### src/hbc_pkg.sv
package hbc_pkg;

   // ------------------------------------------------------------------------
   // tank samples and switching surface
   // ------------------------------------------------------------------------
   typedef logic signed [13:0] adc_word_t;      // raw ADC word, two's complement
   typedef logic signed [15:0] surface_t;       // room for ic plus scaled vc

   localparam adc_word_t ADC_MAX_POS = 14'h1FFF; // positive rail
   localparam adc_word_t ADC_MAX_NEG = 14'h2000; // negative rail

   localparam int unsigned VC_SHIFT  = 2;        // vc weight in the surface
   localparam surface_t    PHI_SCALE = 16'sd64;  // window half width per degree

   // angle phi in degrees
   typedef logic [7:0] phi_t;

   localparam phi_t PHI_STEP = 8'd5;
   localparam phi_t PHI_MIN  = 8'd0;
   localparam phi_t PHI_MAX  = 8'd90;
   localparam phi_t PHI_HOME = 8'd0;

   // ------------------------------------------------------------------------
   // gate word
   // ------------------------------------------------------------------------
   localparam int unsigned GATE_W  = 4;
   localparam int unsigned LEG1_HI = 0;
   localparam int unsigned LEG2_HI = 1;
   localparam int unsigned LEG1_LO = 2;
   localparam int unsigned LEG2_LO = 3;

   typedef logic [GATE_W-1:0] gate_t;

   typedef enum logic [1:0] {SIGMA_NEG, SIGMA_ZERO, SIGMA_POS} sigma_e;

   localparam gate_t GATE_POS  = 4'b1001;  // leg1 high on, leg2 low on
   localparam gate_t GATE_NEG  = 4'b0110;  // leg2 high on, leg1 low on
   localparam gate_t GATE_ZERO = 4'b1100;  // both low sides, tank shorted
   localparam gate_t GATE_BOOT = 4'b1100;  // low sides charge the bootstraps

   // ------------------------------------------------------------------------
   // timing
   // ------------------------------------------------------------------------
   localparam int unsigned DEAD_CYCLES = 4;
   localparam int unsigned DEAD_CNT_W  = $clog2(DEAD_CYCLES);
   localparam logic [DEAD_CNT_W-1:0] DEAD_LAST = DEAD_CNT_W'(DEAD_CYCLES - 1);

   localparam int unsigned BOOT_CYCLES      = 10;
   localparam int unsigned PRECHARGE_CYCLES = 6;
   localparam int unsigned PHASE_W          = $clog2(BOOT_CYCLES); // boot is longest
   localparam logic [PHASE_W-1:0] BOOT_LAST = PHASE_W'(BOOT_CYCLES - 1);
   localparam logic [PHASE_W-1:0] PRE_LAST  = PHASE_W'(PRECHARGE_CYCLES - 1);

   typedef enum logic [1:0] {ST_IDLE, ST_BOOT, ST_PRECHARGE, ST_RUN} seq_state_e;

endpackage

### src/sample_if.sv
`timescale 1ns/1ps

// one captured sample pair, valid for a single cycle
interface sample_if;

   hbc_pkg::adc_word_t vc;          // tank voltage, polarity fixed
   hbc_pkg::adc_word_t ic;          // tank current, polarity fixed
   logic               valid;       // one-cycle strobe, no back-pressure
   logic               over_range;  // either channel hit a rail

   // capture side
   modport source (
      output vc,
      output ic,
      output valid,
      output over_range
   );

   // switching law side, takes the values in the valid cycle
   modport sink (
      input vc,
      input ic,
      input valid,
      input over_range
   );

endinterface

### src/adc_capture.sv
`timescale 1ns/1ps

module adc_capture (
   input  logic               ADA_DCO,
   input  logic               i_arst_n,
   input  logic               i_sample_stb,
   input  hbc_pkg::adc_word_t i_vc_data,
   input  hbc_pkg::adc_word_t i_ic_data,
   input  logic               i_vc_or,
   input  logic               i_ic_or,
   sample_if.source           o_smp
);

   // sensor polarity is inverted on the board
   // an over-range word is pushed to the opposite rail after inversion
   function automatic hbc_pkg::adc_word_t fix_sample(
      input hbc_pkg::adc_word_t raw,
      input logic               ovr
   );
      if (ovr) begin
         if (raw == hbc_pkg::ADC_MAX_NEG) begin
            return hbc_pkg::ADC_MAX_POS;
         end
         return hbc_pkg::ADC_MAX_NEG;
      end
      return -raw;                     // plain two's complement negate
   endfunction

   // ------------------------------------------------------------------------
   // sample registers, loaded only on the strobe
   // ------------------------------------------------------------------------
   always_ff @(posedge ADA_DCO) begin
      if (i_sample_stb) begin
         o_smp.vc         <= fix_sample(i_vc_data, i_vc_or);
         o_smp.ic         <= fix_sample(i_ic_data, i_ic_or);
         o_smp.over_range <= i_vc_or | i_ic_or;   // flag for either channel
      end
   end

   // valid trails the strobe by one cycle
   always_ff @(posedge ADA_DCO or negedge i_arst_n) begin
      if (!i_arst_n) begin
         o_smp.valid <= 1'b0;
      end else begin
         o_smp.valid <= i_sample_stb;
      end
   end

endmodule

### src/angle_setting.sv
`timescale 1ns/1ps

module angle_setting (
   input  logic          ADA_DCO,
   input  logic          i_arst_n,
   input  logic          i_inc,       // step up
   input  logic          i_dec,       // step down
   input  logic          i_home,      // back to home angle
   output hbc_pkg::phi_t o_phi
);

   hbc_pkg::phi_t phi_up;   // next value on increment
   hbc_pkg::phi_t phi_dn;   // next value on decrement

   // ------------------------------------------------------------------------
   // saturating step values
   // ------------------------------------------------------------------------
   always_comb begin
      if (o_phi >= hbc_pkg::PHI_MAX - hbc_pkg::PHI_STEP) begin
         phi_up = hbc_pkg::PHI_MAX;              // clip at the top
      end else begin
         phi_up = o_phi + hbc_pkg::PHI_STEP;
      end
   end

   always_comb begin
      if (o_phi < hbc_pkg::PHI_MIN + hbc_pkg::PHI_STEP) begin
         phi_dn = hbc_pkg::PHI_MIN;              // clip at the bottom
      end else begin
         phi_dn = o_phi - hbc_pkg::PHI_STEP;
      end
   end

   // ------------------------------------------------------------------------
   // phi register
   // home wins over inc, inc wins over dec
   // ------------------------------------------------------------------------
   always_ff @(posedge ADA_DCO or negedge i_arst_n) begin
      if (!i_arst_n) begin
         o_phi <= hbc_pkg::PHI_HOME;
      end else if (i_home) begin
         o_phi <= hbc_pkg::PHI_HOME;
      end else if (i_inc) begin
         o_phi <= phi_up;
      end else if (i_dec) begin
         o_phi <= phi_dn;
      end
   end

endmodule

### src/switching_law.sv
`timescale 1ns/1ps

module switching_law (
   input  logic           ADA_DCO,
   input  logic           i_arst_n,
   sample_if.sink         i_smp,
   input  hbc_pkg::phi_t  i_phi,
   output hbc_pkg::gate_t o_req
);

   hbc_pkg::surface_t vc_ext;    // vc widened to surface width
   hbc_pkg::surface_t surface;   // switching surface value
   hbc_pkg::surface_t win_pos;   // upper edge of the zero window
   hbc_pkg::surface_t win_neg;   // lower edge
   hbc_pkg::sigma_e   sigma;
   hbc_pkg::gate_t    pattern;

   // ------------------------------------------------------------------------
   // surface and window
   // ------------------------------------------------------------------------
   assign vc_ext  = i_smp.vc;                              // sign extends
   assign surface = i_smp.ic + (vc_ext >>> hbc_pkg::VC_SHIFT);

   // phi max 90 gives 5760, well inside 16 bits
   assign win_pos = hbc_pkg::surface_t'(i_phi) * hbc_pkg::PHI_SCALE;
   assign win_neg = -win_pos;

   // hybrid law with zero state inside the window
   always_comb begin
      if (surface > win_pos) begin
         sigma = hbc_pkg::SIGMA_POS;
      end else if (surface < win_neg) begin
         sigma = hbc_pkg::SIGMA_NEG;
      end else begin
         sigma = hbc_pkg::SIGMA_ZERO;
      end
   end

   // bridge state to gate word
   always_comb begin
      unique case (sigma)
         hbc_pkg::SIGMA_POS: pattern = hbc_pkg::GATE_POS;
         hbc_pkg::SIGMA_NEG: pattern = hbc_pkg::GATE_NEG;
         default:            pattern = hbc_pkg::GATE_ZERO;   // sigma zero
      endcase
   end

   // ------------------------------------------------------------------------
   // request register, updated per sample and held in between
   // ------------------------------------------------------------------------
   always_ff @(posedge ADA_DCO or negedge i_arst_n) begin
      if (!i_arst_n) begin
         o_req <= '0;
      end else if (i_smp.valid) begin
         o_req <= pattern;
      end
   end

endmodule

### src/dead_time_gen.sv
`timescale 1ns/1ps

module dead_time_gen (
   input  logic           ADA_DCO,
   input  logic           i_arst_n,
   input  hbc_pkg::gate_t i_req,    // gate request from the law
   output hbc_pkg::gate_t o_gate    // delayed turn-on, fast turn-off
);

   // on-time counter per gate, saturates at DEAD_LAST
   logic [hbc_pkg::DEAD_CNT_W-1:0] on_cnt [hbc_pkg::GATE_W];

   // ------------------------------------------------------------------------
   // each gate handled on its own
   // turn on after DEAD_CYCLES high samples, turn off on the next edge
   // ------------------------------------------------------------------------
   always_ff @(posedge ADA_DCO or negedge i_arst_n) begin
      if (!i_arst_n) begin
         for (int b = 0; b < hbc_pkg::GATE_W; b++) begin
            on_cnt[b] <= '0;
         end
         o_gate <= '0;
      end else begin
         for (int b = 0; b < hbc_pkg::GATE_W; b++) begin
            if (!i_req[b]) begin
               on_cnt[b] <= '0;                         // restart the delay
               o_gate[b] <= 1'b0;                       // off right away
            end else begin
               if (on_cnt[b] != hbc_pkg::DEAD_LAST) begin
                  on_cnt[b] <= on_cnt[b] + 1'b1;
               end
               o_gate[b] <= (on_cnt[b] == hbc_pkg::DEAD_LAST); // delay spent
            end
         end
      end
   end

endmodule

### src/bridge_sequencer.sv
`timescale 1ns/1ps

module bridge_sequencer (
   input  logic           ADA_DCO,
   input  logic           i_arst_n,
   input  logic           i_enable,   // converter on
   input  hbc_pkg::gate_t i_gate,     // dead-time gates from the law
   output hbc_pkg::gate_t o_gate,     // to the bridge drivers
   output logic           o_running,
   output logic           o_fault     // shoot-through seen
);

   hbc_pkg::seq_state_e           state;
   logic [hbc_pkg::PHASE_W-1:0]   phase;     // cycles spent in boot or precharge
   logic                          en_q;      // enable one cycle back
   logic                          shoot;     // both switches of a leg on
   hbc_pkg::gate_t                pattern;   // gate word for the current state

   assign shoot = (i_gate[hbc_pkg::LEG1_HI] & i_gate[hbc_pkg::LEG1_LO]) |
                  (i_gate[hbc_pkg::LEG2_HI] & i_gate[hbc_pkg::LEG2_LO]);

   // ------------------------------------------------------------------------
   // start-up FSM
   // ------------------------------------------------------------------------
   always_ff @(posedge ADA_DCO or negedge i_arst_n) begin
      if (!i_arst_n) begin
         state <= hbc_pkg::ST_IDLE;
         phase <= '0;
         en_q  <= 1'b0;
      end else begin
         en_q  <= i_enable;
         phase <= phase + 1'b1;
         if (!i_enable) begin
            state <= hbc_pkg::ST_IDLE;            // drop out from anywhere
            phase <= '0;
         end else begin
            unique case (state)
               hbc_pkg::ST_IDLE: begin
                  phase <= '0;
                  if (!en_q) begin
                     state <= hbc_pkg::ST_BOOT;   // enable rising edge
                  end
               end
               hbc_pkg::ST_BOOT: begin
                  if (phase == hbc_pkg::BOOT_LAST) begin
                     state <= hbc_pkg::ST_PRECHARGE;
                     phase <= '0;
                  end
               end
               hbc_pkg::ST_PRECHARGE: begin
                  if (phase == hbc_pkg::PRE_LAST) begin
                     state <= hbc_pkg::ST_RUN;
                     phase <= '0;
                  end
               end
               default: phase <= '0;             // run, hold
            endcase
         end
      end
   end

   // gate word per state
   always_comb begin
      unique case (state)
         hbc_pkg::ST_BOOT:      pattern = hbc_pkg::GATE_BOOT;  // low sides on
         hbc_pkg::ST_PRECHARGE: pattern = hbc_pkg::GATE_POS;   // forced +1
         hbc_pkg::ST_RUN:       pattern = i_gate;
         default:               pattern = '0;
      endcase
   end

   // ------------------------------------------------------------------------
   // outputs and shoot-through guard
   // ------------------------------------------------------------------------
   always_ff @(posedge ADA_DCO or negedge i_arst_n) begin
      if (!i_arst_n) begin
         o_gate    <= '0;
         o_running <= 1'b0;
         o_fault   <= 1'b0;
      end else begin
         if (!i_enable) begin
            o_fault <= 1'b0;                      // cleared only by disable
         end else if (shoot) begin
            o_fault <= 1'b1;
         end
         o_gate    <= (shoot | o_fault) ? '0 : pattern;
         o_running <= (state == hbc_pkg::ST_RUN); // aligned with o_gate
      end
   end

endmodule

### src/hybrid_bridge_ctrl.sv
`timescale 1ns/1ps

module hybrid_bridge_ctrl (
   input  logic               ADA_DCO,
   input  logic               i_arst_n,
   input  logic               i_enable,
   // tank ADC
   input  logic               i_sample_stb,   // new sample, one cycle
   input  hbc_pkg::adc_word_t i_vc_data,
   input  hbc_pkg::adc_word_t i_ic_data,
   input  logic               i_vc_or,
   input  logic               i_ic_or,
   // angle strobes
   input  logic               i_phi_inc,
   input  logic               i_phi_dec,
   input  logic               i_phi_home,
   // bridge
   output logic [3:0]         o_gate,         // {leg2 lo, leg1 lo, leg2 hi, leg1 hi}
   output logic [7:0]         o_phi,
   output logic               o_running,
   output logic               o_fault
);

   sample_if       smp ();   // capture to law
   hbc_pkg::gate_t req;      // law request
   hbc_pkg::gate_t dt_gate;  // after dead time

   // ------------------------------------------------------------------------
   // datapath
   // ------------------------------------------------------------------------
   adc_capture u_capture (
      .ADA_DCO      (ADA_DCO),
      .i_arst_n     (i_arst_n),
      .i_sample_stb (i_sample_stb),
      .i_vc_data    (i_vc_data),
      .i_ic_data    (i_ic_data),
      .i_vc_or      (i_vc_or),
      .i_ic_or      (i_ic_or),
      .o_smp        (smp.source)
   );

   angle_setting u_angle (
      .ADA_DCO  (ADA_DCO),
      .i_arst_n (i_arst_n),
      .i_inc    (i_phi_inc),
      .i_dec    (i_phi_dec),
      .i_home   (i_phi_home),
      .o_phi    (o_phi)
   );

   switching_law u_law (
      .ADA_DCO  (ADA_DCO),
      .i_arst_n (i_arst_n),
      .i_smp    (smp.sink),
      .i_phi    (o_phi),
      .o_req    (req)
   );

   dead_time_gen u_dead (
      .ADA_DCO  (ADA_DCO),
      .i_arst_n (i_arst_n),
      .i_req    (req),
      .o_gate   (dt_gate)
   );

   // start-up and guard
   bridge_sequencer u_seq (
      .ADA_DCO   (ADA_DCO),
      .i_arst_n  (i_arst_n),
      .i_enable  (i_enable),
      .i_gate    (dt_gate),
      .o_gate    (o_gate),
      .o_running (o_running),
      .o_fault   (o_fault)
   );

endmodule

### config.mk
export PLATFORM = sky130hd
export DESIGN_NAME = hybrid_bridge_ctrl
export DESIGN_NICKNAME = d
export VERILOG_FILES = /design/src/hbc_pkg.sv /design/src/sample_if.sv /design/src/adc_capture.sv /design/src/angle_setting.sv /design/src/switching_law.sv /design/src/dead_time_gen.sv /design/src/bridge_sequencer.sv /design/src/hybrid_bridge_ctrl.sv
export SDC_FILE = /design/constraint.sdc
export NUM_CORES = 1
export LEC_CHECK = 0
export BUFFER_PORTS_ARGS = -buffer_cell sky130_fd_sc_hd__buf_2
export CAP_MARGIN = 20
export CORE_MARGIN = 2
export CORE_UTILIZATION = 30
export DETAILED_ROUTE_END_ITERATION = 12
export MAX_ROUTING_LAYER = met4
export PLACE_DENSITY = 0.54
export SLEW_MARGIN = 10
export SYNTH_ARGS = -nofsm -noshare
export SYNTH_HDL_FRONTEND = slang
export SYNTH_SLANG_ARGS = --single-unit
### constraint.sdc
create_clock -name ADA_DCO -period 9.8 [get_ports ADA_DCO]
set_clock_uncertainty 0.2 [all_clocks]
set_input_delay 0.49 -clock ADA_DCO [delete_from_list [all_inputs] [get_ports ADA_DCO]]
set_output_delay 0.49 -clock ADA_DCO [all_outputs]
set_load 0.01 [all_outputs]
==> impl_metrics.py <==
metrics = {
    "critical_path": {
        "worst-endpoint-arrival_ps": 4070,
        "critical_path_class": "reg -> reg",
        "cp_data_required_time_ps": 9820,
        "cp_max_fo": 3,
        "critPathCaptureType": "flip-flop",
        "cp-start-kind": "flip-flop",
    },
    "timing": {
        "whs_ps": 51.01,
        "fmax_ghz": 0.2469,
        "setup_tns_ps": 0,
        "slew_viol_final": 0,
        "worst-slew-pin-transition_ps": 1048,
        "rsz0062_at_grt": "no",
        "worst_slew_margin_rel_pct": 29.58,
        "period_needed_ps": 4051,
        "setup_viol": 0,
        "finalHoldViolations": 0,
        "fin_crit_sh_pct": 41.33,
    },
    "yosys": {
        "synth-edff-count": 26,
        "synth_top_family_by_area": "compound AO/OA/AOI/OAI gates",
        "synth_nets": 548,
        "synth_cells": 464,
        "synth_area_um2": 4493,
        "synth-compound-area-share_pct": 18.85,
        "yosysTopAreaCell": "dfrtp_1",
        "synthArstFlopShare_pct": 59.38,
        "synthXorXnorAreaFrac_pct": 7.407,
        "netlist_top_cells_area": "dfrtp_1 (21%), edfxtp_1 (17%), ha_1 (13%)",
        "synth.distinct_cells": 62,
        "synth_seq_cells": 64,
        "yosysWarnings": 0,
        "ys_seq_area_share_pct": 38.54,
        "yosys.area_share.adder_pct": 13.26,
        "synth_top_cell_area_share_pct": 21.16,
        "avgSynthCellArea_um2": 9.683,
        "ys.flop_type": "dfrtp_1",
        "synth-simple-area-share_pct": 16.74,
        "synthMuxAreaShare_pct": 1.559,
    },
    "die": {
        "start_util_pct": 30.80,
        "num_rows": 44,
        "io_pins": 51,
        "fp.dieH_um": 126.4,
        "die_w_um": 126.4,
        "dieArea_um2": 15970,
        "core_area_um2": 14590,
    },
    "placed_design": {
        "gp_routability_congestion": 0.8559,
        "hpwl_um": 7294,
        "numPortBuffers": 50,
        "placed_area_um2": 4915,
        "dp_cells": 685,
    },
    "cells_and_area": {
        "finalNonFillerCells": 701,
        "area_delta_synth_final_pct": 16.32,
        "drive_gt1_share_pct": 16.44,
        "finalNetCount": 596,
        "final_area_um2": 5226,
        "fillers": 1468,
        "final_common_cell": "buf_2",
        "antenna_cells": 0,
        "regArea_um2": 1732,
        "multi_input_area_um2": 2597,
        "layout_common_cells": "buf_2 (50), ha_1 (46), dfrtp_1 (38)",
    },
    "routing": {
        "routed_wl_um": 9316,
        "routed_via_density": 5.013,
        "num_vias": 3514,
        "drt_iter0_drc": 203,
        "ant_nets": 0,
        "drcViolationCount": 0,
        "wl_per_cell_um": 13.29,
        "firstDrtPassIters": 4,
    },
    "job": {
        "maxCapViolCount": 0,
    },
    "cts": {
        "cts_resized": 0,
        "cts_sinks": 64,
        "cts_hold_buf": 0,
        "ctsLongestPathBuffers": 2,
        "cts-root-buf": "clkbuf_16",
        "clkTransAtPathRegs_ps": 60,
        "numCtsBuffers": 9,
        "cts_max_level": 3,
        "cts_setup_buffers": 0,
        "tritoncts": "built",
        "clk_latency_ps": 330,
    },
    "pwr": {
        "peakVddDrop_v": 0.00009021,
        "power_density_nw_per_um2": 225.7,
        "power.leakage_nw": 2.306,
        "total_power_mw": 1.180,
    },
    "global_routing": {
        "grt_max_degree": 39,
        "grt_usage_pct": 12.92,
        "antenna_found_initial": 0,
        "grt_pass1_vias": 3526,
        "grt_overflow": 0,
        "grt_pass1_wl_um": 16590,
    },
    "run_status": {
        "status": "completed",
    },
    "min_path": {
        "hp-class": "in -> async",
    },
}
-- cell usage after synthesis, types with 3 or more instances --
master and count:
xnor2_1 20, nand3b_1 3, mux2i_1 7, and2_1 9
o21ai_0 33, dfrtp_1 38, o211ai_1 3, edfxtp_1 26
or2_2 4, xor2_1 18, ha_1 46, a31oi_1 4
nor3_1 14, or3_1 4, nand2b_1 3, a21oi_1 21
o31a_1 3, o21ai_1 8, a21o_1 9, nand3_1 12
nor4_1 7, nor2_1 37, o21ai_2 3, clkbuf_1 10
o21a_1 3, nor2b_1 10, nand2_1 24, a211oi_1 5
o31ai_1 7, a2111o_1 3, inv_1 28
-- cell type report --
class	instances	share of cell area (%)
clock inverters	5	0.6943
flip-flops and latches	64	33.13
clock buffers	11	5.267
repair buffers	50	4.788
well taps	184	4.405
multi-input cells	359	49.70
inverters	28	2.011
-- worst max-delay path, cell delays in order, from the launching register on --
cell and delay, ps:
edfxtp_1 380, ha_1 350, a2111oi_0 450, o21ai_0 220
a41oi_1 380, o21bai_1 100, a21oi_1 180, xnor2_1 180
ha_1 290, o211ai_1 110, a21oi_1 60, a211oi_1 210
o21ai_0 110, a2111o_1 430, a221o_1 290
-- through the flow --
step | util [%] | setup slack (ps)
floorplan | - | 6110
global placement | 33.69 | 5874
detailed placement | 33.69 | 5798
CTS | 35.82 | 5763
global route | 35.82 | 5374
finish | 35.82 | 5749
-- sequential cells by signal, summed over array words and instances (netlist names), 4 cells and up --
register / cells
u_dead.o_gate: 4
u_capture.o_smp.vc: 12
u_seq.phase: 4
u_dead.on_cnt: 8
u_angle.o_phi: 8
u_capture.o_smp.ic: 14
u_seq.o_gate: 4
u_law.o_req: 4
-- worst paths after layout --
path	slack, ps	to	from	cells after the start
max reg2reg	5750	u_law.o_req[3]$_DFFE_PN0P_	u_capture.o_smp.vc[8]$_DFFE_PP_	14
min in group ADA_DCO	120	u_seq.en_q$_DFF_PN0_	i_enable	1
max in group asynchronous	8810	u_capture.o_smp.valid$_DFF_PN0_	i_arst_n	1
min reg2reg	290	u_seq.phase[0]$_DFF_PN0_	u_seq.phase[0]$_DFF_PN0_	1
min	50	u_angle.o_phi[0]$_DFFE_PN0P_	i_arst_n	1
max	5750	u_law.o_req[3]$_DFFE_PN0P_	u_capture.o_smp.vc[8]$_DFFE_PP_	14
-- layer usage --
layer  up-vias  GRT usage (%)  routed length, um
li1       1798              -                  -
met1      1622          16.25               4346
met2        82          20.98               4403
met3        12          2.488                433
met4         0          4.202                133
met5         -              -                  0
-- cells by family after synthesis --
family / after synthesis
simple gates: 141
compound gates: 126
flops: 64
fa+ha+maj: 47
buf+inv: 41
xor+xnor: 38
mux: 7
-- report_power, final --
group / switching, mW / internal (mW)
clock: 0.121 / 0.202
sequential: 0.0595 / 0.336
combinational: 0.251 / 0.211
Note: power is estimated with default switching activity, not from simulation.
